--- src/fifo_pkg.sv ---
package fifo_pkg;

  // datapath word
  localparam int WORD_W = 128;
  typedef logic [WORD_W-1:0] word_t;

  // input FIFO, one shift column per data bit
  localparam int SRL_DEPTH = 32;
  typedef logic [$clog2(SRL_DEPTH+1)-1:0] srl_cnt_t;  // 0 .. SRL_DEPTH
  typedef logic [$clog2(SRL_DEPTH)-1:0]   srl_addr_t; // tap select

  // fill thresholds seen by upstream
  localparam srl_cnt_t SRL_FULL_LEVEL  = srl_cnt_t'(29); // three entries of slack
  localparam srl_cnt_t SRL_AVAIL_LEVEL = srl_cnt_t'(8);

  // output ring
  localparam int RING_DEPTH_LOG2 = 4;
  localparam int RING_DEPTH      = 1 << RING_DEPTH_LOG2;
  typedef logic [RING_DEPTH_LOG2-1:0] ring_ptr_t;

  // words moved, wraps
  typedef logic [15:0] move_cnt_t;

  // mover -> ring write port, valid doubles as write strobe
  typedef struct packed {
    logic  valid;
    word_t data;
  } xfer_t;

endpackage

--- src/srl_fifo.sv ---
`timescale 1ns/1ps

// input FIFO built from shift columns; oldest word sits at tap count-1
module srl_fifo (
  input  logic            i_clk,
  input  logic            i_rst_n,
  input  logic            i_clr_err,
  input  logic            i_enq,
  input  fifo_pkg::word_t i_data,
  input  logic            i_deq,
  output fifo_pkg::word_t o_data,
  output logic            o_empty,
  output logic            o_full,
  output logic            o_available,
  output logic            o_overrun
);
  import fifo_pkg::*;

  srl_cnt_t  count;
  srl_addr_t tap_addr;
  logic      at_depth;   // all SRL_DEPTH entries in use
  logic      enq_ok;
  logic      deq_ok;
  logic      overrun_q;

  assign at_depth = (count == srl_cnt_t'(SRL_DEPTH));
  assign enq_ok   = i_enq && !at_depth; // word past depth is dropped
  assign deq_ok   = i_deq && !o_empty;

  // head lives one below the fill count
  assign tap_addr = srl_addr_t'(count - srl_cnt_t'(1));

  // levels straight from the count
  assign o_empty     = (count == '0);
  assign o_full      = (count >= SRL_FULL_LEVEL);
  assign o_available = (count <= SRL_AVAIL_LEVEL);
  assign o_overrun   = overrun_q;

  always_ff @(posedge i_clk or negedge i_rst_n) begin
    if (!i_rst_n) begin
      count <= '0;
    end else begin
      count <= count + srl_cnt_t'(enq_ok) - srl_cnt_t'(deq_ok); // enq+deq keeps it
    end
  end

  // sticky, only reset or clr_err bring it down
  always_ff @(posedge i_clk or negedge i_rst_n) begin
    if (!i_rst_n) begin
      overrun_q <= 1'b0;
    end else if (i_clr_err) begin
      overrun_q <= 1'b0;
    end else if (i_enq && at_depth) begin
      overrun_q <= 1'b1;
    end
  end

  // one column per data bit, all sharing enable and tap
  for (genvar gi = 0; gi < WORD_W; gi++) begin : g_col
    srl_shift_column u_col (
      .i_clk  (i_clk),
      .i_en   (enq_ok),
      .i_d    (i_data[gi]),
      .i_addr (tap_addr),
      .o_q    (o_data[gi])
    );
  end

  // reader must watch o_empty
  a_no_deq_empty: assert property (
    @(posedge i_clk) disable iff (!i_rst_n)
    i_deq |-> !o_empty
  ) else $error("srl_fifo: dequeue while empty");

endmodule

--- src/srl_shift_column.sv ---
`timescale 1ns/1ps

// one bit column of the input FIFO, behaves like an addressable SRL
module srl_shift_column (
  input  logic                i_clk,
  input  logic                i_en,
  input  logic                i_d,
  input  fifo_pkg::srl_addr_t i_addr,
  output logic                o_q
);
  import fifo_pkg::*;

  logic [SRL_DEPTH-1:0] taps; // no reset, as in the primitive

  // new bit enters at tap 0, older bits move up
  always_ff @(posedge i_clk) begin
    if (i_en) begin
      taps <= {taps[SRL_DEPTH-2:0], i_d};
    end
  end

  assign o_q = taps[i_addr]; // async tap read

endmodule

--- config.mk ---
export PLATFORM = sky130hd
export DESIGN_NAME = srl_fifo
export DESIGN_NICKNAME = d
export VERILOG_FILES = /design/src/fifo_pkg.sv /design/src/srl_fifo.sv /design/src/srl_shift_column.sv
export SDC_FILE = /design/constraint.sdc
export NUM_CORES = 2
export LEC_CHECK = 0
export ABC_AREA = 1
export BUFFER_PORTS_ARGS = -buffer_cell sky130_fd_sc_hd__buf_2
export CORE_MARGIN = 8
export CORE_UTILIZATION = 35
export DETAILED_ROUTE_END_ITERATION = 12
export SYNTH_ARGS = -nofsm -noshare
export SYNTH_HDL_FRONTEND = slang
export SYNTH_HIERARCHICAL = 1
export SYNTH_SLANG_ARGS = --single-unit
--- constraint.sdc ---
create_clock -name i_clk -period 233 [get_ports i_clk]
set_input_delay 58.25 -clock i_clk [delete_from_list [all_inputs] [get_ports i_clk]]
set_output_delay 58.25 -clock i_clk [all_outputs]
set_load 0.1 [all_outputs]
* Word level (Yosys, flattened, before mapping) *
Index checks and enable logic that the tools add are counted.
W data, S select, Z words.

storage, ports and cells
  flip-flop bits (word level) = 4,103
  input port bits = 133
  output and inout bits = 132
  logic and storage cells = 402

operators by class
  add/subtract/negate cells = 3
  $lt $le $gt $ge = 3
  eq/ne operators = 1
  muxes and demuxes = 258
  reduce and logical (&&, ||, !) cells = 7

operators with widths
  operator               number
  $bmux W1 S5            128
  $mux W1                130
  $add A6 B1 Y6          1
  $eq A6 B6 Y1 const B   1
  $ge A6 B5 Y1 const B   1
  $le A6 B4 Y1 const B   1
  $logic_not A6 Y1       1
  $lt A5 B6 Y1 const B   1
  $sub A6 B1 Y6          1
  $sub A5 B1 Y5 const B  1
  $logic_and A1 B1 Y1    3
  $logic_not A1 Y1       2
  $reduce_bool A2 Y1     1

* Logic depth before layout (Yosys ltp) *
  word-level depth = 5
  gate-level depth with buffers = 15
  depth with buffers taken out = 14

* Modules after synthesis *
The synthesis kept the hierarchy.

by module, submodules not included
  module            times used  cells an instance  area an instance (um^2)  seq. area each (um^2)
  srl_shift_column  128         110                1,336.3                  960.9
  srl_fifo          1           84                 705.7                    175.2

* Worst setup path after synthesis *
OpenSTA, ideal clock, no wires.

  path kind = input to register
  start point = input port i_enq
  end point = register g_col[0].u_col.taps[0] (enable)
  setup time = 4.395 ns
  arrival = 137.216 ns
  data required time = 228.605 ns
  slack = 91.389 ns
  cell stages on the path = 2
  path buffers = 0
  cell sequence = nand2_1 -> inv_1

on the way
  cells in the longest elaborated chain, start to end = 1

ends and longest elaborated chain
  what                    line                    source
  start: declaration      srl_fifo.sv:8           input logic i_enq,
  $logic_and A1 B1 Y1     srl_fifo.sv:27          assign enq_ok = i_enq && !at_depth;
  via enq_ok              srl_fifo.sv:22          logic enq_ok;
  end signal: assignment  srl_shift_column.sv:18  taps <= {taps[SRL_DEPTH-2:0], i_d};
  end: declaration        srl_shift_column.sv:13  logic [SRL_DEPTH-1:0] taps;

The timed path passes the listed nets, and every way through them passes these cells.
A chain may end at the register's enable or synchronous reset.

* Final worst setup path *
  start point = register count[0]
  end point = output port o_data[110]

on the way
  cells in the longest elaborated chain, start to end = 3

ends and longest elaborated chain
  what                           line                    source
  start: declaration             srl_fifo.sv:19          srl_cnt_t count;
  start signal: assignment       srl_fifo.sv:43          count <= count + srl_cnt_t'(enq_ok) - srl_cnt_t'(deq_ok);
  $sub A5 B1 Y5                  srl_fifo.sv:31          assign tap_addr = srl_addr_t'(count - srl_cnt_t'(1));
  via tap_addr[0]                srl_fifo.sv:20          srl_addr_t tap_addr;
  $bmux W1 S5                    srl_shift_column.sv:22  assign o_q = taps[i_addr];
  $mux W1 (not written as such)  srl_shift_column.sv:22
  end: declaration               srl_fifo.sv:11          output fifo_pkg::word_t o_data,

The timed path passes the listed nets, and every way through them passes these cells. The select of a mux whose other input is x is not followed.

==> metrics.cfg <==
[outcome]
status = completed

[drt]
ant_nets = 0
wl_per_cell_um = 15.7
vias = 102014
drt-total-wl_um = 335000
drt_iter0_drc = 8841
vias_per_cell = 4.79
drc = 0
firstDrtPassIters = 5

[clock_network]
htreeDepth = 5
cts_hold_buffers = 0
ctsResizeCount = 0
numCtsBuffers = 436
cts_max_path_buffers = 4
worstSkewPairLatency_ps = 1000
clk_root_buffer_cell = clkbuf_16
clock-sinks = 4103
postCtsSetupRepairBufs = 0
path_clk_slew_ps = 60
cts_tree = done

[worst_setup_path]
cp.depth = 18
path_buf_inv = 10
worst_ep_required_time_ps = 174750
critPathArrivalTime_ps = 9640
ff2ff_path_depth = 13
r2r-start = count[0]
crit_path_end_kind = output pin
regToRegEndpoint = g_col[33].u_col/taps[1]
crit_path_start_kind = flop
worst-r2r-setup-slack_ps = 223730
slowest_delay_ps = 920
crit_path_max_fanout = 154
path_cells = inv_8 -> buf_12 -> buf_4 -> buf_4 -> buf_4 -> buf_4 -> buf_4 -> buf_4 -> buf_4 -> nand2_1 -> nand3_1 -> nand3_1 -> nand2_1 -> nand2_1 -> nand2_1 -> nand2_1 -> nand2_1 -> buf_2
crit_slowest_cell = buf_4
crit_top_cell = buf_4
critPathTopFamily = buffers and inverters
crit_type = flop to output pin

[min_path]
min-delay-start = g_col[43].u_col/taps[28]
hold_depth = 0
hold_class = flop to flop
hold_end = g_col[43].u_col/taps[29]

[timing]
finClkSkew_ps = 80.3
finalSetupViolCount = 0
hold_ws_ps = 384
finalHoldViolations = 0
rsz0062_at_grt = no
fin_crit_sh_pct = 29.1
fin_ws_ps = 165110
relSlewSlack_pct = 22.9
slew_violations = 0
fmaxAchievable_mhz = 14.7
tns_ps = 0
period_minus_slack_ps = 67890
worst_slew_pin_slew_ps = 1160

[placed_design]
gp_congestion = 0.741
port_buffers = 264
dp_hpwl_um = 181000
pre_cts_ws_ps = 166070

[synthesis]
synth_top_area_cell = edfxtp_1
synth.net_count = 14316
synth-seq-cells = 4103
syn_area_per_cell_um2 = 12.1
synth_area_leaders = edfxtp_1 72%, nand2_1 11%, nand3_1 9.0%
synth_area_mm2 = 0.172
syn_inst = 14164
ys_types = 22
yosysTopAreaCellShare_pct = 71.6
yosysSeqAreaShare_pct = 71.7
yosys_warnings = 6

[finish]
final_common_cell = nand2_1
final_cell_mix = 5007 x nand2_1, 4096 x edfxtp_1, 3075 x nand3_1
drive_above_1_share_pct = 13.6
fin_nets = 14629
syn_to_final_growth_pct = 10.7

[floorplanning]
die_w_um = 717
initial_core_util_pct = 35.1
io_pins = 265
row_count = 257
die_h_um = 717
core_area_mm2 = 0.489
die_area_mm2 = 0.513

[grt]
grt_overflow = 0
grt_max_degree = 192
antenna_found_initial = 14
grt_pass1_wl_um = 542000
grt_pass1_vias = 97923
grt_usage_pct = 12.5

[job]
maxCapViolCount = 0

==> layout make-up <==
class | instances | area, um2
fill | 46518 | 299000
sequential | 4103 | 123000
multi-input combinational | 8887 | 39400
clock buffer | 540 | 11300
tap | 6475 | 8100
inverter | 661 | 3140
clock inverter | 260 | 2530
timing repair buffer | 388 | 2430
antenna | 3 | 7.51
==> cells by family (layout without fill, tap and decap cells) <==
kind of cell	after synthesis	after routing	synth area share [%]
adder cells (fa/ha/maj)	19	19	0.143
buffers and inverters	1174	1849	5.37
other	0	3	0
flip-flops	4103	4103	71.7
XOR/XNOR	6	6	0.0306
AO/OA/AOI/OAI	7	7	0.0291
AND/OR/NAND/NOR	8855	8855	22.7
==> routing by layer <==
| metal | vias up | wire length (um) | share of wire [%] | global-route usage, % |
|---|---|---|---|---|
| met5 | - | 27 | 0.0081 | 0 |
| met3 | 526 | 16100 | 4.8 | 1.81 |
| met1 | 49549 | 163000 | 49 | 18.8 |
| met2 | 2103 | 147000 | 44 | 18.9 |
| li1 | 49832 | - | - | - |
| met4 | 4 | 8190 | 2.4 | 3.31 |
==> state kept, by name, indices dropped and copies added (netlist names) <==
signal and cells:
count 6, o_overrun 1, g_col.u_col/taps 4096
==> synthesized netlist by cell type, drive strengths merged <==
cell,count
o211ai,1
nand4,1
a32o,1
nand3,3075
nand2,5775
dfrtp,7
xor2,6
fa,1
o21ai,2
ha,18
nor2,4
edfxtp,4096
buf,513
inv,661
a21oi,3
==> how the worst max path moves through the flow <==
| stage | from | to |
|---|---|---|
| floorplan | i_enq | g_col[0].u_col/taps[0] |
| detailed placement | count[0] | o_data[110] |
| finish | count[0] | o_data[110] |
| global placement | count[0] | o_data[110] |
| global route | count[0] | o_data[110] |
| CTS | count[0] | o_data[110] |
==> per-stage QoR <==
step           std cells  area [um2]  utilization, %
2_1_floorplan      14164      172000               -
3_3_place_gp       20514      176000            36.0
3_5_place_dp       20514      176000            36.0
4_1_cts            21314      190000            38.8
5_1_grt            21315      190000            38.8
6_report           21317      190000            38.8
Power is not shown: default switching activity piles up to over one toggle a cycle in this logic, so the estimate is an artifact.
