File: src/fifo_pkg.sv
package fifo_pkg;

  // datapath word
  localparam int WORD_W = 128;
  typedef logic [WORD_W-1:0] word_t;

  // input FIFO, one shift column per data bit
  localparam int SRL_DEPTH = 32;
  typedef logic [$clog2(SRL_DEPTH+1)-1:0] srl_cnt_t;  // 0 .. SRL_DEPTH
  typedef logic [$clog2(SRL_DEPTH)-1:0]   srl_addr_t; // tap select

  // fill thresholds seen by upstream
  localparam srl_cnt_t SRL_FULL_LEVEL  = srl_cnt_t'(29); // three entries of slack
  localparam srl_cnt_t SRL_AVAIL_LEVEL = srl_cnt_t'(8);

  // output ring
  localparam int RING_DEPTH_LOG2 = 4;
  localparam int RING_DEPTH      = 1 << RING_DEPTH_LOG2;
  typedef logic [RING_DEPTH_LOG2-1:0] ring_ptr_t;

  // words moved, wraps
  typedef logic [15:0] move_cnt_t;

  // mover -> ring write port, valid doubles as write strobe
  typedef struct packed {
    logic  valid;
    word_t data;
  } xfer_t;

endpackage

File: src/ring_fifo.sv
`timescale 1ns/1ps

// circular output FIFO with show-ahead read and registered empty/full
module ring_fifo (
  input  logic            i_clk,
  input  logic            i_rst_n,
  input  logic            i_clr_err,
  input  fifo_pkg::xfer_t i_xfer,
  input  logic            i_read,
  output fifo_pkg::word_t o_item,
  output logic            o_empty,
  output logic            o_full,
  output logic            o_underrun
);
  import fifo_pkg::*;

  word_t     mem [RING_DEPTH];
  ring_ptr_t wr_ptr;
  ring_ptr_t rd_ptr;
  ring_ptr_t wr_next;
  ring_ptr_t rd_next;
  logic      empty_q;
  logic      full_q;
  logic      underrun_q;
  logic      wr_ok;
  logic      rd_ok;

  assign wr_next = wr_ptr + 1'b1; // wraps at RING_DEPTH
  assign rd_next = rd_ptr + 1'b1;

  // a read in the same cycle frees a slot for a write into a full ring
  assign rd_ok = i_read && !empty_q;
  assign wr_ok = i_xfer.valid && (!full_q || rd_ok);

  always_ff @(posedge i_clk) begin
    if (wr_ok) begin
      mem[wr_ptr] <= i_xfer.data;
    end
  end

  assign o_item = mem[rd_ptr]; // head word while not empty

  always_ff @(posedge i_clk or negedge i_rst_n) begin
    if (!i_rst_n) begin
      wr_ptr <= '0;
      rd_ptr <= '0;
    end else begin
      if (wr_ok) begin
        wr_ptr <= wr_next;
      end
      if (rd_ok) begin
        rd_ptr <= rd_next;
      end
    end
  end

  // flags move with the pointers
  always_ff @(posedge i_clk or negedge i_rst_n) begin
    if (!i_rst_n) begin
      empty_q <= 1'b1;
      full_q  <= 1'b0;
    end else begin
      case ({wr_ok, rd_ok})
        2'b01: begin   // read only
          full_q  <= 1'b0;
          empty_q <= (rd_next == wr_ptr);
        end
        2'b10: begin   // write only
          empty_q <= 1'b0;
          full_q  <= (wr_next == rd_ptr);
        end
        2'b11: begin   // both at once keep the fill level
          empty_q <= 1'b0;
          full_q  <= full_q;
        end
        default: begin
          empty_q <= empty_q;
          full_q  <= full_q;
        end
      endcase
    end
  end

  // a read on empty moves no pointer and only raises this flag
  always_ff @(posedge i_clk or negedge i_rst_n) begin
    if (!i_rst_n) begin
      underrun_q <= 1'b0;
    end else if (i_clr_err) begin
      underrun_q <= 1'b0;
    end else if (i_read && empty_q) begin
      underrun_q <= 1'b1;
    end
  end

  assign o_empty    = empty_q;
  assign o_full     = full_q;
  assign o_underrun = underrun_q;

  a_flags_exclusive: assert property (
    @(posedge i_clk) disable iff (!i_rst_n)
    !(empty_q && full_q)
  ) else $error("ring_fifo: empty and full together");

endmodule

File: config.mk
export PLATFORM = sky130hd
export DESIGN_NAME = ring_fifo
export DESIGN_NICKNAME = d
export VERILOG_FILES = /design/src/fifo_pkg.sv /design/src/ring_fifo.sv
export SDC_FILE = /design/constraint.sdc
export NUM_CORES = 2
export LEC_CHECK = 0
export BUFFER_PORTS_ARGS = -buffer_cell sky130_fd_sc_hd__buf_2
export CAP_MARGIN = 10
export CORE_ASPECT_RATIO = 1.75
export CORE_MARGIN = 1.5
export CORE_UTILIZATION = 38
export DETAILED_ROUTE_END_ITERATION = 7
export GPL_ROUTABILITY_DRIVEN = 1
export REMOVE_ABC_BUFFERS = 1
export SLEW_MARGIN = 40
export SYNTH_ARGS = -nofsm -noshare
export SYNTH_HDL_FRONTEND = slang
export SYNTH_SLANG_ARGS = --single-unit
File: constraint.sdc
create_clock -name i_clk -period 7.41 [get_ports i_clk]
set_input_delay 0 -clock i_clk [delete_from_list [all_inputs] [get_ports i_clk]]
set_output_delay 0 -clock i_clk [all_outputs]
set_load 0.01 [all_outputs]
== Word-level counts from Yosys, hierarchy flattened ==
Memories as Yosys holds them, arrays and structs flattened.
Index checks and enable logic that the tools add are counted.
Operators by class
  muxes and demuxes: 6
  reductions and logical operators: 10
  equal/unequal tests: 5
  $add $sub $neg: 2
Operators by type and width (count)
  adder 4 x 1 -> 4 bit, second input constant: 2
  equality test 4 bit: 2
  nonzero test 2 bit: 3
  equality test 2 bit, second input constant: 2
  two-way mux 1 bit: 4
  one-hot mux 1 bit (2 select lines): 2
  logical AND 1 bit: 3
  equality test 2 x 1 -> 1 bit, second input constant: 1
  zero test 1 bit: 2
  OR reduction 2 bit: 1
  logical OR 1 bit: 1
Word-level totals
  word-level logic and storage cells: 29
  RAM bits: 2048
  bits of input ports: 133
  output and inout bits: 131
  memories kept: 1
  register bits: 11
Memories
  mem: words 16, width 128, rd ports 1, clocked after memory_dff 0, wr ports 1, line ring_fifo.sv:17  | word_t mem [RING_DEPTH];

== Logic depth before layout (Yosys ltp) ==
  depth in word-level cells: 7
  mapped depth: 8
  gate-level depth less buffers: 7

== Worst setup path before layout ==
Ideal clock, no wire load.
  path kind: reg-to-reg
  from: reg empty_q (netlist: o_empty)
  to: mem mem[10][0] in the netlist's numbering (enable)
  data required time: 6.908 ns
  setup slack: 2.809 ns
  library setup time: 0.502 ns
  buffers on the path: 0
  clock period less this slack: 4.601 ns
  cell stages (with the launch flop): 6
  data arrival time: 4.099 ns
  path through: dfstp_2 -> nand2b_1 -> inv_1 -> o21ai_2 -> nor3b_1 -> and2_1
Between the ends
  longest elaborated chain between the ends: 6
RTL lines
  start: declaration: line ring_fifo.sv:22  | logic empty_q;
  start signal: assignment: line ring_fifo.sv:66  | empty_q <= (rd_next == wr_ptr);
  start signal: assignment: line ring_fifo.sv:77  | empty_q <= empty_q;
  zero test 1 bit: line ring_fifo.sv:32  | assign rd_ok = i_read && !empty_q;
  logical AND 1 bit: line ring_fifo.sv:32
  via rd_ok: line ring_fifo.sv:26  | logic rd_ok;
  logical OR 1 bit: line ring_fifo.sv:33  | assign wr_ok = i_xfer.valid && (!full_q || rd_ok);
  logical AND 1 bit: line ring_fifo.sv:33
  two-way mux 1 bit: line ring_fifo.sv:36  | if (wr_ok) begin
  two-way mux 1 bit (implied by the code): line ring_fifo.sv:37  | mem[wr_ptr] <= i_xfer.data;
  end: declaration: line ring_fifo.sv:17
The timed path passes the listed nets, and every way through them passes these cells.

== Worst setup path after layout ==
  from: reg rd_ptr[0]
  to: out o_item[8]
Between the ends
  longest elaborated chain between the ends: 1
RTL lines
  start: declaration: line ring_fifo.sv:19  | ring_ptr_t rd_ptr;
  start signal: assignment: line ring_fifo.sv:52  | rd_ptr <= rd_next;
  memory (16 x 128 bit)
  end: declaration: line ring_fifo.sv:10  | output fifo_pkg::word_t o_item,
Every way passes these cells.

==> qor.log <==
qor: run_status.run_status complete, no violations
qor: place.place.detailed.hpwl 102000 um
qor: synthesis.post-synth-top-area-fraction 77.9%
qor: sta.fin_worst_skew 0.0658 ns
qor: clocking.clk_pin_slew 0.07 ns
qor: synthesis.synth.mux.area_fraction 13.8%
qor: critical_path.timing_worst_setup_path_type reg2out
qor: sta.post-route-period-util 55.7%
qor: cells_and_area.layout_commonest_cell sky130_fd_sc_hd__edfxtp_1
qor: sta.measured_slew_at_the_worst_slew_check_pin 0.878 ns
qor: die.die-area 211000 sq um
qor: critical_path.critical_path_peak_fanout 69
qor: route.post_detailed_route_count_of_antenna_violating_nets 0
qor: route.avgRoutedWirePerCell 28.1 um
qor: sta.slew_headroom 41.4%
qor: grt.grt_util_all_layers 18.5%
qor: clocking.htree_depth 4
qor: sta.totalNegativeSetupSlack 0 ns
qor: critical_path.timing.critical_path.from_type register
qor: synthesis.syn_warnings 0
qor: synthesis.synth-seq-cells 2059
qor: grt.first_global_vias 40900
qor: sta.clock.fmax 242 MHz
qor: job.cap_violations 0
qor: cells_and_area.stdcell_count 7046
qor: synthesis.async_set_reset_flop_share_out_of_synthesis 0.534%
qor: sta.finalHoldViolCount 0
qor: hold_path.hold_class in2reg
qor: pwr.p_leak 30.0 nW
qor: synthesis.synthFlopType sky130_fd_sc_hd__edfxtp_1
qor: route.route.vias.total 39200
qor: clocking.clk_root_buffer_cell sky130_fd_sc_hd__clkbuf_16
qor: clocking.clock_sinks 2059
qor: grt.antenna_found_initial 35
qor: pwr.power_density 387 nW/um^2
qor: synthesis.postSynthAreaPerCell 21.0 sq um
qor: critical_path.critical_path.endpoint_type primary output
qor: sta.final_critical_path_setup_slack 3.29 ns
qor: die.die_x 348 um
qor: synthesis.synth_enable_flop_cells 2048
qor: die.chipHeight 606 um
qor: sta.fin_worst_hold_slack 0.0711 ns
qor: route.route.detailed.drc 0
qor: pwr.report.power.total 0.0352 W
qor: synthesis.synth-compound-area-share 4.93%
qor: critical_path.arrival 4.12 ns
qor: cells_and_area.design.final.nets 4356
qor: cells_and_area.syn_to_final_growth 15.3%
qor: route.postRouteWirelength 198000 um
qor: sta.setup_repair_after_global_routing_missed_its_margin no
qor: cells_and_area.layout-drive-gt1-share 20.5%
qor: synthesis.synth_area_leader_cell sky130_fd_sc_hd__edfxtp_1
qor: synthesis.synthCells 3756
qor: sta.report.final.slew_viol_count 0
qor: place.placement.io_buffers 263
qor: synthesis.yosys.area_share.xor_xnor 0.166%
qor: place.placed_cell_count 6558
qor: place.gp_congestion 0.723
qor: clocking.clock_latency_on_the_worst_skew_pair 0.83 ns
qor: clocking.cts-buffers-inserted 190
qor: grt.grt_pass1_wl 285000 um
qor: route.drt-pass1-iter-count 5
qor: sta.setup_violations 0
qor: synthesis.dominant_combinational_cell_family_by_area_after_synthesis multiplexers
qor: clocking.max-clock-path-buffers 4
qor: route.routed_via_density 5.57
qor: clocking.clock_tree_from_tritoncts yes
qor: die.design.core.area 207000 sq um
qor: sta.period_minus_slack 4.12 ns
qor: cells_and_area.most-common-layout-cells sky130_fd_sc_hd__edfxtp_1, sky130_fd_sc_hd__mux2i_1, sky130_fd_sc_hd__buf_2
qor: synthesis.synth_top_cells_by_area sky130_fd_sc_hd__edfxtp_1, sky130_fd_sc_hd__mux4_2, sky130_fd_sc_hd__mux2i_1, sky130_fd_sc_hd__a221oi_1, sky130_fd_sc_hd__a22oi_1
qor: synthesis.synth_simple_gate_area_share 0.876%
qor: critical_path.worst_ep_required_time 7.41 ns
qor: synthesis.yosysSeqAreaShare 78.2%
qor: synthesis.post_synth_fa_ha_maj_area_fraction 0.127%
qor: place.preCtsSetupSlack 3.99 ns
qor: synthesis.synthesis.area 79000 sq um
qor: grt.grt_start_max_net_pins 127
qor: die.initial_core_utilization 38.2%
qor: synthesis.post_synth_num_cell_types 38
qor: grt.overflow 0
qor: die.row_count 221
qor: route.drt_first_iter_violations 3184
qor: die.top_level_ports 264
qor: cells_and_area.fill_cells 17700
qor: pwr.peakVddDrop 290 uV
synthesized netlist by cell type (2+ instances only):
library cell               number
sky130_fd_sc_hd__buf_1          2
sky130_fd_sc_hd__nand3_1        2
sky130_fd_sc_hd__and2_1        13
sky130_fd_sc_hd__clkbuf_1      73
sky130_fd_sc_hd__nor3b_1        2
sky130_fd_sc_hd__nand4_1        2
sky130_fd_sc_hd__a22oi_1      128
sky130_fd_sc_hd__o21ai_0      126
sky130_fd_sc_hd__edfxtp_1    2048
sky130_fd_sc_hd__dfrtp_1       10
sky130_fd_sc_hd__o21ai_1        3
sky130_fd_sc_hd__inv_1          5
sky130_fd_sc_hd__and4_1         4
sky130_fd_sc_hd__mux2i_1      512
sky130_fd_sc_hd__ha_1           8
sky130_fd_sc_hd__nand2_1      136
sky130_fd_sc_hd__mux4_2       256
sky130_fd_sc_hd__xor2_1         5
sky130_fd_sc_hd__clkbuf_4       2
sky130_fd_sc_hd__buf_4         47
sky130_fd_sc_hd__a221oi_1     255
sky130_fd_sc_hd__buf_6         53
sky130_fd_sc_hd__buf_2         40
sky130_fd_sc_hd__xnor2_1       10
cell type report:
class	instances	area, sq um	share of cell area [%]
inverter	6	30.0	0.0330
timing repair buffer	485	3950	4.33
sequential	2059	61800	67.9
clock inverter	104	1170	1.29
multi-input combinational	1473	15800	17.3
tap	2676	3350	3.68
clock buffer	233	4970	5.46
antenna	10	25.0	0.0275
worst max-delay path, cell delays in order, from the launching register on:
cell and delay [ns]:
sky130_fd_sc_hd__dfrtp_4 0.97, sky130_fd_sc_hd__buf_12 0.33, sky130_fd_sc_hd__buf_12 0.28, sky130_fd_sc_hd__buf_16 0.43, sky130_fd_sc_hd__mux4_2 0.58, sky130_fd_sc_hd__a22oi_1 0.19
sky130_fd_sc_hd__nand2_1 0.15, sky130_fd_sc_hd__buf_2 0.17
worst paths after layout:
check / cells after the start / from / end / slack, ns
worst max register to register: 6 / o_empty / mem[7][17] / 3.99
min in group asynchronous: 3 / i_rst_n / o_underrun / 0.26
worst max-delay path: 7 / rd_ptr[0] / o_item[8] / 3.29
max in group asynchronous: 3 / i_rst_n / rd_ptr[2] / 6.62
worst min register to register: 2 / o_full / o_full / 0.60
worst min-delay path: 2 / i_xfer[92] / mem[4][92] / 0.07
metrics by stage:
| stage | instance area [sq um] | utilization [%] |
|---|---|---|
| floorplan | 77500 | - |
| global placement | 82900 | 40.1 |
| finish | 91000 | 44.0 |
| CTS | 90800 | 43.9 |
| detailed placement | 83300 | 40.3 |
| global route | 91000 | 44.0 |
where the power goes:
group | switching, W | internal (W)
sequential | 0.000341 | 0.0140
clock | 0.00423 | 0.00561
combinational | 0.00688 | 0.00415
per-layer routing:
metal / global-route usage [%] / vias to the layer above / part of all wire (%)
met1: 23.6 / 21000 / 41
met5: 0 / - / 0.096
met2: 32.6 / 1121 / 51
met3: 2.90 / 351 / 5.4
met4: 5.34 / 30 / 2.6
li1: - / 16800 / -
registers in the layout (all words and copies together), names as in the netlist:
signal	count
mem	2048
rd_ptr	4
wr_ptr	4
o_empty	1
o_full	1
o_underrun	1
cells by family after synthesis:
group | after synthesis
and+or+nand+nor | 164
adders and majority gates | 8
muxes | 768
DFF | 2059
buffers and inverters | 224
AOI/OAI and AO/OA | 518
xor gates and xnor gates | 15
repair_timing:
action / CTS / global route
resized for setup: 0 / 0
buffers inserted: 0 / 0
hold endpoints to repair: 2086 / 0
hold buffers: 135 / 0
(Power assumes the default switching activity.)
