===== config.mk =====
export PLATFORM = sky130hd
export DESIGN_NAME = fifo_mover
export DESIGN_NICKNAME = d
export VERILOG_FILES = /design/src/fifo_pkg.sv /design/src/fifo_mover.sv
export SDC_FILE = /design/constraint.sdc
export NUM_CORES = 1
export LEC_CHECK = 0
export BUFFER_PORTS_ARGS = -buffer_cell sky130_fd_sc_hd__buf_2
export CAP_MARGIN = 10
export CORE_MARGIN = 4
export CORE_UTILIZATION = 46
export DETAILED_ROUTE_END_ITERATION = 10
export PLACE_DENSITY_LB_ADDON = 0.15
export SLEW_MARGIN = 20
export SYNTH_ARGS = -nofsm -noshare
export SYNTH_HDL_FRONTEND = slang
export SYNTH_SLANG_ARGS = --single-unit

===== constraint.sdc =====
create_clock -name i_clk -period 16.1 [get_ports i_clk]
set_clock_uncertainty 0.05 [all_clocks]
set_input_delay 1.61 -clock i_clk [delete_from_list [all_inputs] [get_ports i_clk]]
set_output_delay 1.61 -clock i_clk [all_outputs]
set_load 0.05 [all_outputs]

===== src/fifo_pkg.sv =====
package fifo_pkg;

  // datapath word
  localparam int WORD_W = 128;
  typedef logic [WORD_W-1:0] word_t;

  // input FIFO, one shift column per data bit
  localparam int SRL_DEPTH = 32;
  typedef logic [$clog2(SRL_DEPTH+1)-1:0] srl_cnt_t;  // 0 .. SRL_DEPTH
  typedef logic [$clog2(SRL_DEPTH)-1:0]   srl_addr_t; // tap select

  // fill thresholds seen by upstream
  localparam srl_cnt_t SRL_FULL_LEVEL  = srl_cnt_t'(29); // three entries of slack
  localparam srl_cnt_t SRL_AVAIL_LEVEL = srl_cnt_t'(8);

  // output ring
  localparam int RING_DEPTH_LOG2 = 4;
  localparam int RING_DEPTH      = 1 << RING_DEPTH_LOG2;
  typedef logic [RING_DEPTH_LOG2-1:0] ring_ptr_t;

  // words moved, wraps
  typedef logic [15:0] move_cnt_t;

  // mover -> ring write port, valid doubles as write strobe
  typedef struct packed {
    logic  valid;
    word_t data;
  } xfer_t;

endpackage


===== src/fifo_mover.sv =====
`timescale 1ns/1ps

// single-word stage pulling from the input FIFO and writing the ring
module fifo_mover (
  input  logic                i_clk,
  input  logic                i_rst_n,
  input  fifo_pkg::word_t     i_src_data,
  input  logic                i_src_empty,
  output logic                o_src_deq,
  input  logic                i_dst_full,
  output fifo_pkg::xfer_t     o_xfer,
  output fifo_pkg::move_cnt_t o_moved
);
  import fifo_pkg::*;

  logic      valid_q;
  word_t     data_q;
  logic      write_out;
  logic      can_load;
  move_cnt_t moved_q;

  assign write_out = valid_q && !i_dst_full;     // ring flag is registered
  assign can_load  = !valid_q || write_out;      // empty or emptying now
  assign o_src_deq = can_load && !i_src_empty;

  always_ff @(posedge i_clk or negedge i_rst_n) begin
    if (!i_rst_n) begin
      valid_q <= 1'b0;
    end else if (o_src_deq) begin
      valid_q <= 1'b1;
    end else if (write_out) begin
      valid_q <= 1'b0;
    end
  end

  always_ff @(posedge i_clk) begin
    if (o_src_deq) begin
      data_q <= i_src_data; // head captured at the dequeue edge
    end
  end

  always_ff @(posedge i_clk or negedge i_rst_n) begin
    if (!i_rst_n) begin
      moved_q <= '0;
    end else if (write_out) begin
      moved_q <= moved_q + 1'b1; // wraps at 16 bits
    end
  end

  assign o_xfer.valid = write_out;
  assign o_xfer.data  = data_q;
  assign o_moved      = moved_q;

  // the ring only fills through this port so its registered full flag stays current
  a_full_from_write: assert property (
    @(posedge i_clk) disable iff (!i_rst_n)
    (!i_dst_full && !o_xfer.valid) |=> !i_dst_full
  ) else $error("fifo_mover: ring went full without a write");

endmodule


== Word level (Yosys, flattened, before mapping) ==
Cells that the tools add are included.
Cells by class
  $add $sub $neg: 1
  mux-type cells: 2
  reductions and logical operators: 7
Operators with widths (count)
  adder 16 x 1 -> 16 bit (second input constant): 1
  logical NOT 1 bit: 3
  logical AND 1 bit: 2
  2-to-1 mux 1 bit: 2
  nonzero test 2 bit: 1
  logical OR 1 bit: 1
Word-level totals
  register bits after elaboration: 145
  output and inout port bits: 146
  word-level logic and storage cells: 13

== Logic depth before layout (Yosys ltp) ==
Gate-level depths: netlist of the first run.
  depth after elaboration: 5
  gate-level depth with buffers: 5
  depth with buffers taken out: 5

== Worst setup path before layout of the first run ==
Ideal clock, no wire load.
  kind: input-to-output
  from: in i_dst_full
  to: out o_src_deq
  arrival time: 8492 ps
  data required time: 14440 ps
  path slack: 5948 ps
  cell stages on the path: 1
  buffers on the path: 0
  path through: a21oi_1
On the way
  word-level cells in the longest chain between the ends: 4
Ends and longest elaborated chain
  start: declaration: line fifo_mover.sv:10  | input logic i_dst_full,
  logical NOT 1 bit: line fifo_mover.sv:22  | assign write_out = valid_q && !i_dst_full;
  logical AND 1 bit: line fifo_mover.sv:22
  logical OR 1 bit: line fifo_mover.sv:23  | assign can_load = !valid_q || write_out;
  logical AND 1 bit: line fifo_mover.sv:24  | assign o_src_deq = can_load && !i_src_empty;
  end: declaration: line fifo_mover.sv:9  | output logic o_src_deq,
No other way between the ends.

==> results of run 1 <==
==> cells in the final DEF, fill, tap and decap left out, drive strengths merged <==
master    netlist  routed
buf             1     279
nand2           8       8
nor4            1       1
nor2b           1       1
nand4           6       6
clkbuf          1      23
or2             1       1
xor2            6       6
mux2            1       1
clkinv          0       1
dfrtp          17      17
nor3            4       4
edfxtp        128     128
nand3b          1       1
clkinvlp        0       2
bufinv          0       6
a21oi           1       1
nand4b          1       1
nand3           1       1
xnor2           9       9
inv             1       1
ha              1       1
nor2            4       4
==> per-stage QoR <==
step | cell area [sq um] | power, mW | setup slack [ps] | hold WS [ps]
floorplan | 4624 | 0.5717 | 5948 | 492.2
finish | 6853 | 1.037 | 12070 | 419.0
detailed placement | 6192 | 0.6159 | 12070 | 409.9
global route | 6853 | 1.073 | 12000 | 436.9
global placement | 6192 | 0.6140 | 12070 | 410.6
CTS | 6853 | 1.045 | 12060 | 425.0
==> final cells by class <==
class,instances,area (sq um),area share [%]
inverter,1,3.754,0.05477
multi-input combinational,46,351.6,5.131
clock buffer,23,456.7,6.664
sequential,145,4269,62.30
tap,133,166.4,2.428
clock inverter,9,203.9,2.976
timing repair buffer,279,1401,20.45
==> power groups by stage <==
stage / sequential [mW] / combinational [mW] / clock, mW
after floorplan: 0.552 / 0.0196 / 0
after global placement: 0.462 / 0.152 / 0
after detailed placement: 0.463 / 0.153 / 0
after CTS: 0.455 / 0.153 / 0.437
after global routing: 0.458 / 0.159 / 0.457
final: 0.455 / 0.152 / 0.430
==> layer usage <==
layer	share of wire, %	GRT usage, %	vias to the layer above
met5	0	0	-
met4	0.90	7.665	0
met3	8.5	6.806	9
met2	55	33.08	129
met1	36	21.49	1375
li1	-	-	1341
==> synthesized netlist by cell type <==
library cell and n:
nor4_1 1, nand3_1 1, nand2_1 8, nor2_1 4, nand4_1 4, nand3b_4 1, xor2_1 6, inv_1 1
or2_4 1, nand4_2 2, mux2_2 1, xnor2_1 9, a21oi_1 1, edfxtp_1 128, nand4b_1 1, dfrtp_1 17
nor2b_1 1, nor3_2 2, clkbuf_1 1, ha_1 1, nor3_1 2, buf_4 1
==> logic make-up after synthesis <==
logic type / count (synthesis) / synth area share, %
compound gates: 1 / 0.1081
buf+inv: 3 / 0.3246
flops: 145 / 92.32
mux: 1 / 0.2435
xor+xnor: 15 / 2.841
simple gates: 28 / 3.896
fa+ha+maj: 1 / 0.2705
==> worst max path at each step <==
stage | from | end | cells after the start
after floorplan | i_dst_full | o_src_deq | 1
after global placement | i_dst_full | o_xfer[128] | 3
after detailed placement | i_dst_full | o_xfer[128] | 3
after CTS | i_dst_full | o_xfer[128] | 3
after global routing | i_dst_full | o_xfer[128] | 3
final | i_dst_full | o_xfer[128] | 3
==> sequential cells by signal, summed over array words and instances (netlist names) <==
signal   flops
o_moved     16
data_q     128
valid_q      1
==> critical path, stage by stage <==
cell and delay [ps]:
buf_2 140, nor2b_1 290, buf_2 330
==> flow_summary.json, run 1 <==
{
  "p_leak_nw": 3.013,
  "cts.htree.levels": 4,
  "timing.rr.start": "valid_q",
  "hold_class": "reg2reg",
  "routedWlPerCell_um": 18.30,
  "p_int_mw": 0.7664,
  "drt-pass1-iter-count": 4,
  "dpl.hpwl_um": 8980,
  "synth.distinct_cells": 22,
  "switching_share_pct": 26.08,
  "hold_viol_final": 0,
  "max_slew_margin_pct": 46.87,
  "ctsHoldBuffers": 0,
  "die_area_sq_mm": 0.01172,
  "syn_inst": 194,
  "core_region_area_sq_mm": 0.009774,
  "fin_setup_tns_ps": 0,
  "cp.arrival_ps": 2370,
  "insertion_delay_ps": 500,
  "drv_cap": 0,
  "grt_pass1_wl_um": 15690,
  "seq_area_frac_synth_pct": 92.32,
  "synth.avg_cell_area_sq_um": 23.84,
  "vias_per_cell": 4.487,
  "diodes": 0,
  "synth_fp_nets": 327,
  "cts_buffers": 17,
  "switchingPower_mw": 0.2705,
  "clock_sink_count": 145,
  "root_buffer": "clkbuf_8",
  "tightest_slew_ps": 797.0,
  "rsz0062_at_grt": "no",
  "routed_wirelength_um": 11640,
  "postLayoutCoreUtil_pct": 70.11,
  "cts.path.max_buffers": 2,
  "pwr-share-clk_pct": 41.5,
  "antenna_found_initial": 0,
  "fin_crit_ps": 4030,
  "ant_nets": 0,
  "worstSetupEndpointType": "output pin",
  "report.final.slew_viol_count": 0,
  "critPathLaunchType": "input pin",
  "vias": 2854,
  "required_ps": 14440,
  "timing.rr.end": "data_q[124]",
  "globalplace.congestion": 0.7763,
  "combPwrFrac_pct": 14.7,
  "fillCellCount": 672,
  "min_from": "o_moved[15]",
  "finalCritPeriodShare_pct": 25.03,
  "grt_pass1_vias": 2727,
  "fin_cells": 636,
  "status": "complete, no violations",
  "rrSetupSlack_ps": 13560,
  "final_nets": 623,
  "die_x_um": 108.3,
  "yosysTopAreaCellShare_pct": 83.12,
  "drive_gt1_share_pct": 62.62,
  "synth_top_cell_by_area": "edfxtp_1",
  "cts_tree": "done",
  "fp-row-count": 36,
  "vdd_drop_max_mv": 0.1156,
  "p_seq_share_pct": 43.9,
  "die_height_um": 108.3,
  "yosys_warnings": 0,
  "io_buffer_count": 277,
  "io_pins": 278,
  "grt_usage_pct": 19.07,
  "path_class": "in2out",
  "grt_overflow": 0,
  "initial_core_util_pct": 47.31,
  "cts-resized-gates": 0,
  "hold_depth": 1,
  "r2r.worst_path.cells": 3,
  "clk_pin_slew_worst_paths_ps": 60,
  "layout-area-overhead-vs-synth_pct": 48.19,
  "min_to": "o_moved[15]",
  "cts_setup_buffers": 0,
  "max_freq_ghz": 0.2481,
  "synth_area_leaders": "edfxtp_1, dfrtp_1, xnor2_1, xor2_1, nand2_1",
  "drcViolationCount": 0,
  "dp.cells": 604,
  "drtIter0Drc": 144,
  "powerDensity_mw_per_mm2": 151.3,
  "syn_area_sq_mm": 0.004624,
  "critical_path.max_fanout": 5,
  "setup_violations": 0,
  "ys_seq_elements": 145,
  "grt_max_degree": 66
}
(Power assumes the default switching activity.)
==> inputs of run 2 (changes only) <==
--- a/config.mk
+++ b/config.mk
@@ -5,10 +5,11 @@
 export SDC_FILE = /design/constraint.sdc
 export NUM_CORES = 1
 export LEC_CHECK = 0
+export ABC_AREA = 1
 export BUFFER_PORTS_ARGS = -buffer_cell sky130_fd_sc_hd__buf_2
 export CAP_MARGIN = 10
 export CORE_MARGIN = 4
-export CORE_UTILIZATION = 46
+export CORE_UTILIZATION = 43
 export DETAILED_ROUTE_END_ITERATION = 10
 export PLACE_DENSITY_LB_ADDON = 0.15
 export SLEW_MARGIN = 20
==> constraint.sdc (replaced) <==
create_clock -name i_clk -period 4.1 [get_ports i_clk]
set_clock_uncertainty 0.05 [all_clocks]
set_input_delay 0.41 -clock i_clk [delete_from_list [all_inputs] [get_ports i_clk]]
set_output_delay 0.41 -clock i_clk [all_outputs]
set_load 0.05 [all_outputs]
==> flow_summary.json, run 2 <==
{
  "status": "complete, no violations",
  "clock_sink_count": 145,
  "synth_edf_count": 128,
  "io_buffer_count": 277,
  "final_common_cell": "buf_2",
  "cts_buffers": 17,
  "globalplace.congestion": 0.8194,
  "design_area_sq_mm": 0.007928,
  "hold_class": "in2reg",
  "largest_register_ffs": 128,
  "drv_cap": 0,
  "timing.rr.start": "valid_q",
  "setup_violations": 0,
  "r2r.worst_path.cells": 2,
  "critical_path.max_fanout": 7,
  "fin_crit_ps": 2072,
  "grt_max_degree": 78,
  "cts.htree.levels": 4,
  "hold_viol_final": 0,
  "cts.path.max_buffers": 2,
  "fin_setup_tns_ps": 0,
  "synth_top_cell_by_area": "edfxtp_1",
  "required_ps": 3640,
  "synth.distinct_cells": 20,
  "path_class": "reg2out",
  "setup_slack_ps": 2028,
  "min_from": "i_src_data[39]",
  "drtIter0Drc": 149,
  "synthFlopType": "edfxtp_1",
  "cts_tree": "done",
  "p_leak_nw": 3.526,
  "drcViolationCount": 0,
  "final_nets": 762,
  "powerDensity_mw_per_mm2": 531.4,
  "timing.hold.ws_ps": 25.71,
  "cp.arrival_ps": 1610,
  "vias_per_cell": 4.438,
  "core_region_area_sq_mm": 0.01084,
  "dp_slack_ps": 2241,
  "rrSetupSlack_ps": 2370,
  "max_freq_ghz": 0.4827,
  "syn_area_sq_mm": 0.004767,
  "dpl.hpwl_um": 9301,
  "seq_area_frac_synth_pct": 89.55,
  "timing.rr.end": "data_q[97]",
  "cts_setup_buffers": 0,
  "dp.cells": 659,
  "ant_nets": 0,
  "vias": 3462,
  "yosysMostFrequentCell": "edfxtp_1",
  "min_to": "data_q[39]",
  "antenna_found_initial": 0,
  "ctsHoldBuffers": 74,
  "critPathLaunchType": "register",
  "die_x_um": 113.3,
  "clk_pin_slew_worst_paths_ps": 60,
  "die_height_um": 113.3,
  "synth_fp_nets": 374,
  "die_area_sq_mm": 0.01283,
  "rsz0062_at_grt": "no",
  "io_pins": 278,
  "report.final.slew_viol_count": 0,
  "synth_area_leaders": "edfxtp_1, dfrtp_1, nand2_1, inv_1, xor2_1",
  "synth_commonest_cells": "edfxtp_1, nand2_1, dfrtp_1, inv_1, nor2_1",
  "ys_seq_elements": 145,
  "grt_pass1_wl_um": 19400,
  "worstSetupEndpointType": "output pin",
  "fp-row-count": 38,
  "grt_pass1_vias": 3610,
  "synth.avg_cell_area_sq_um": 19.78,
  "tightest_slew_ps": 547.2,
  "vdd_drop_max_mv": 0.2972,
  "routedWlPerCell_um": 16.99,
  "drt-pass1-iter-count": 4,
  "diodes": 0,
  "layout_common_cells": "buf_2, edfxtp_1, dlygate4sd3_1",
  "root_buffer": "clkbuf_8",
  "insertion_delay_ps": 510,
  "synthArstFlopShare_pct": 11.72,
  "cts-resized-gates": 0,
  "drive_gt1_share_pct": 50.16,
  "finalCritPeriodShare_pct": 50.53,
  "yosysTopAreaCellShare_pct": 80.63,
  "max_slew_margin_pct": 63.52,
  "grt_usage_pct": 20.46,
  "initial_core_util_pct": 43.98,
  "syn_inst": 241,
  "routed_wirelength_um": 13250,
  "finalPower_mw": 4.213,
  "layout-area-overhead-vs-synth_pct": 66.30,
  "yosys_warnings": 0,
  "max_flop_register": "data_q",
  "placed_area_sq_mm": 0.006360,
  "postLayoutCoreUtil_pct": 73.13,
  "fin_cells": 780,
  "hold_depth": 1,
  "grt_overflow": 0
}
-- run 2: cell count changes in the layout (fill, tap and decap cells not counted), sizes merged, moves of 4 or more --
cell         delta
nor2           +14
nand3           +5
dlygate4sd3    +91
clkbuf          -4
xnor2           -6
nand2          +26
inv            +20
-- run 2: cell families (layout without fill, tap and decap cells) --
logic type	count (synthesis)	in the layout	share of synthesized area, %
xor gates and xnor gates	10	10	1.837
adders and majority gates	1	1	0.2624
buffers and inverters	21	420	1.785
and+or+nand+nor	63	63	6.456
AOI/OAI and AO/OA	1	1	0.1049
DFF	145	145	89.55
-- run 2: report_power, final --
| part | switching, mW | total [mW] | leakage, nW | internal [mW] |
|---|---|---|---|---|
| clock network | 0.545 | 1.71 | 0.316 | 1.16 |
| logic | 0.515 | 0.716 | 1.79 | 0.201 |
| registers | 0.0600 | 1.79 | 1.42 | 1.73 |
| total | 1.12 | 4.21 | 3.53 | 3.09 |
-- run 2: cell type report --
| class | instances | area (sq um) |
|---|---|---|
| sequential | 145 | 4269 |
| fill | 715 | 2913 |
| timing repair buffer | 370 | 2325 |
| multi-input combinational | 75 | 424.2 |
| clock buffer | 19 | 421.7 |
| clock inverter | 11 | 235.2 |
| tap | 140 | 175.2 |
| inverter | 20 | 77.57 |
-- run 2: how the worst max path moves through the flow --
stage               start     endpoint  slack, ps  cells after the start
3_5_place_dp   i_dst_full   data_q[89]       2240                      3
6_report          valid_q    o_src_deq       2030                      2
5_1_grt           valid_q    o_src_deq       1940                      2
2_1_floorplan     valid_q    data_q[0]        760                      1
4_1_cts           valid_q    o_src_deq       1980                      2
3_3_place_gp   i_dst_full  data_q[110]       2250                      3
-- run 2: critical path, stage by stage (launching register included) --
cell and delay (ps):
dfrtp_1 450, a21oi_4 320, buf_2 330
-- run 2: per-layer routing --
metal | up-vias | global-route usage, % | wire length (um)
met4 | 0 | 9.776 | 414
li1 | 1637 | - | -
met1 | 1600 | 22.02 | 4674
met2 | 188 | 35.78 | 7027
met3 | 37 | 7.326 | 1136
met5 | - | 0 | 0
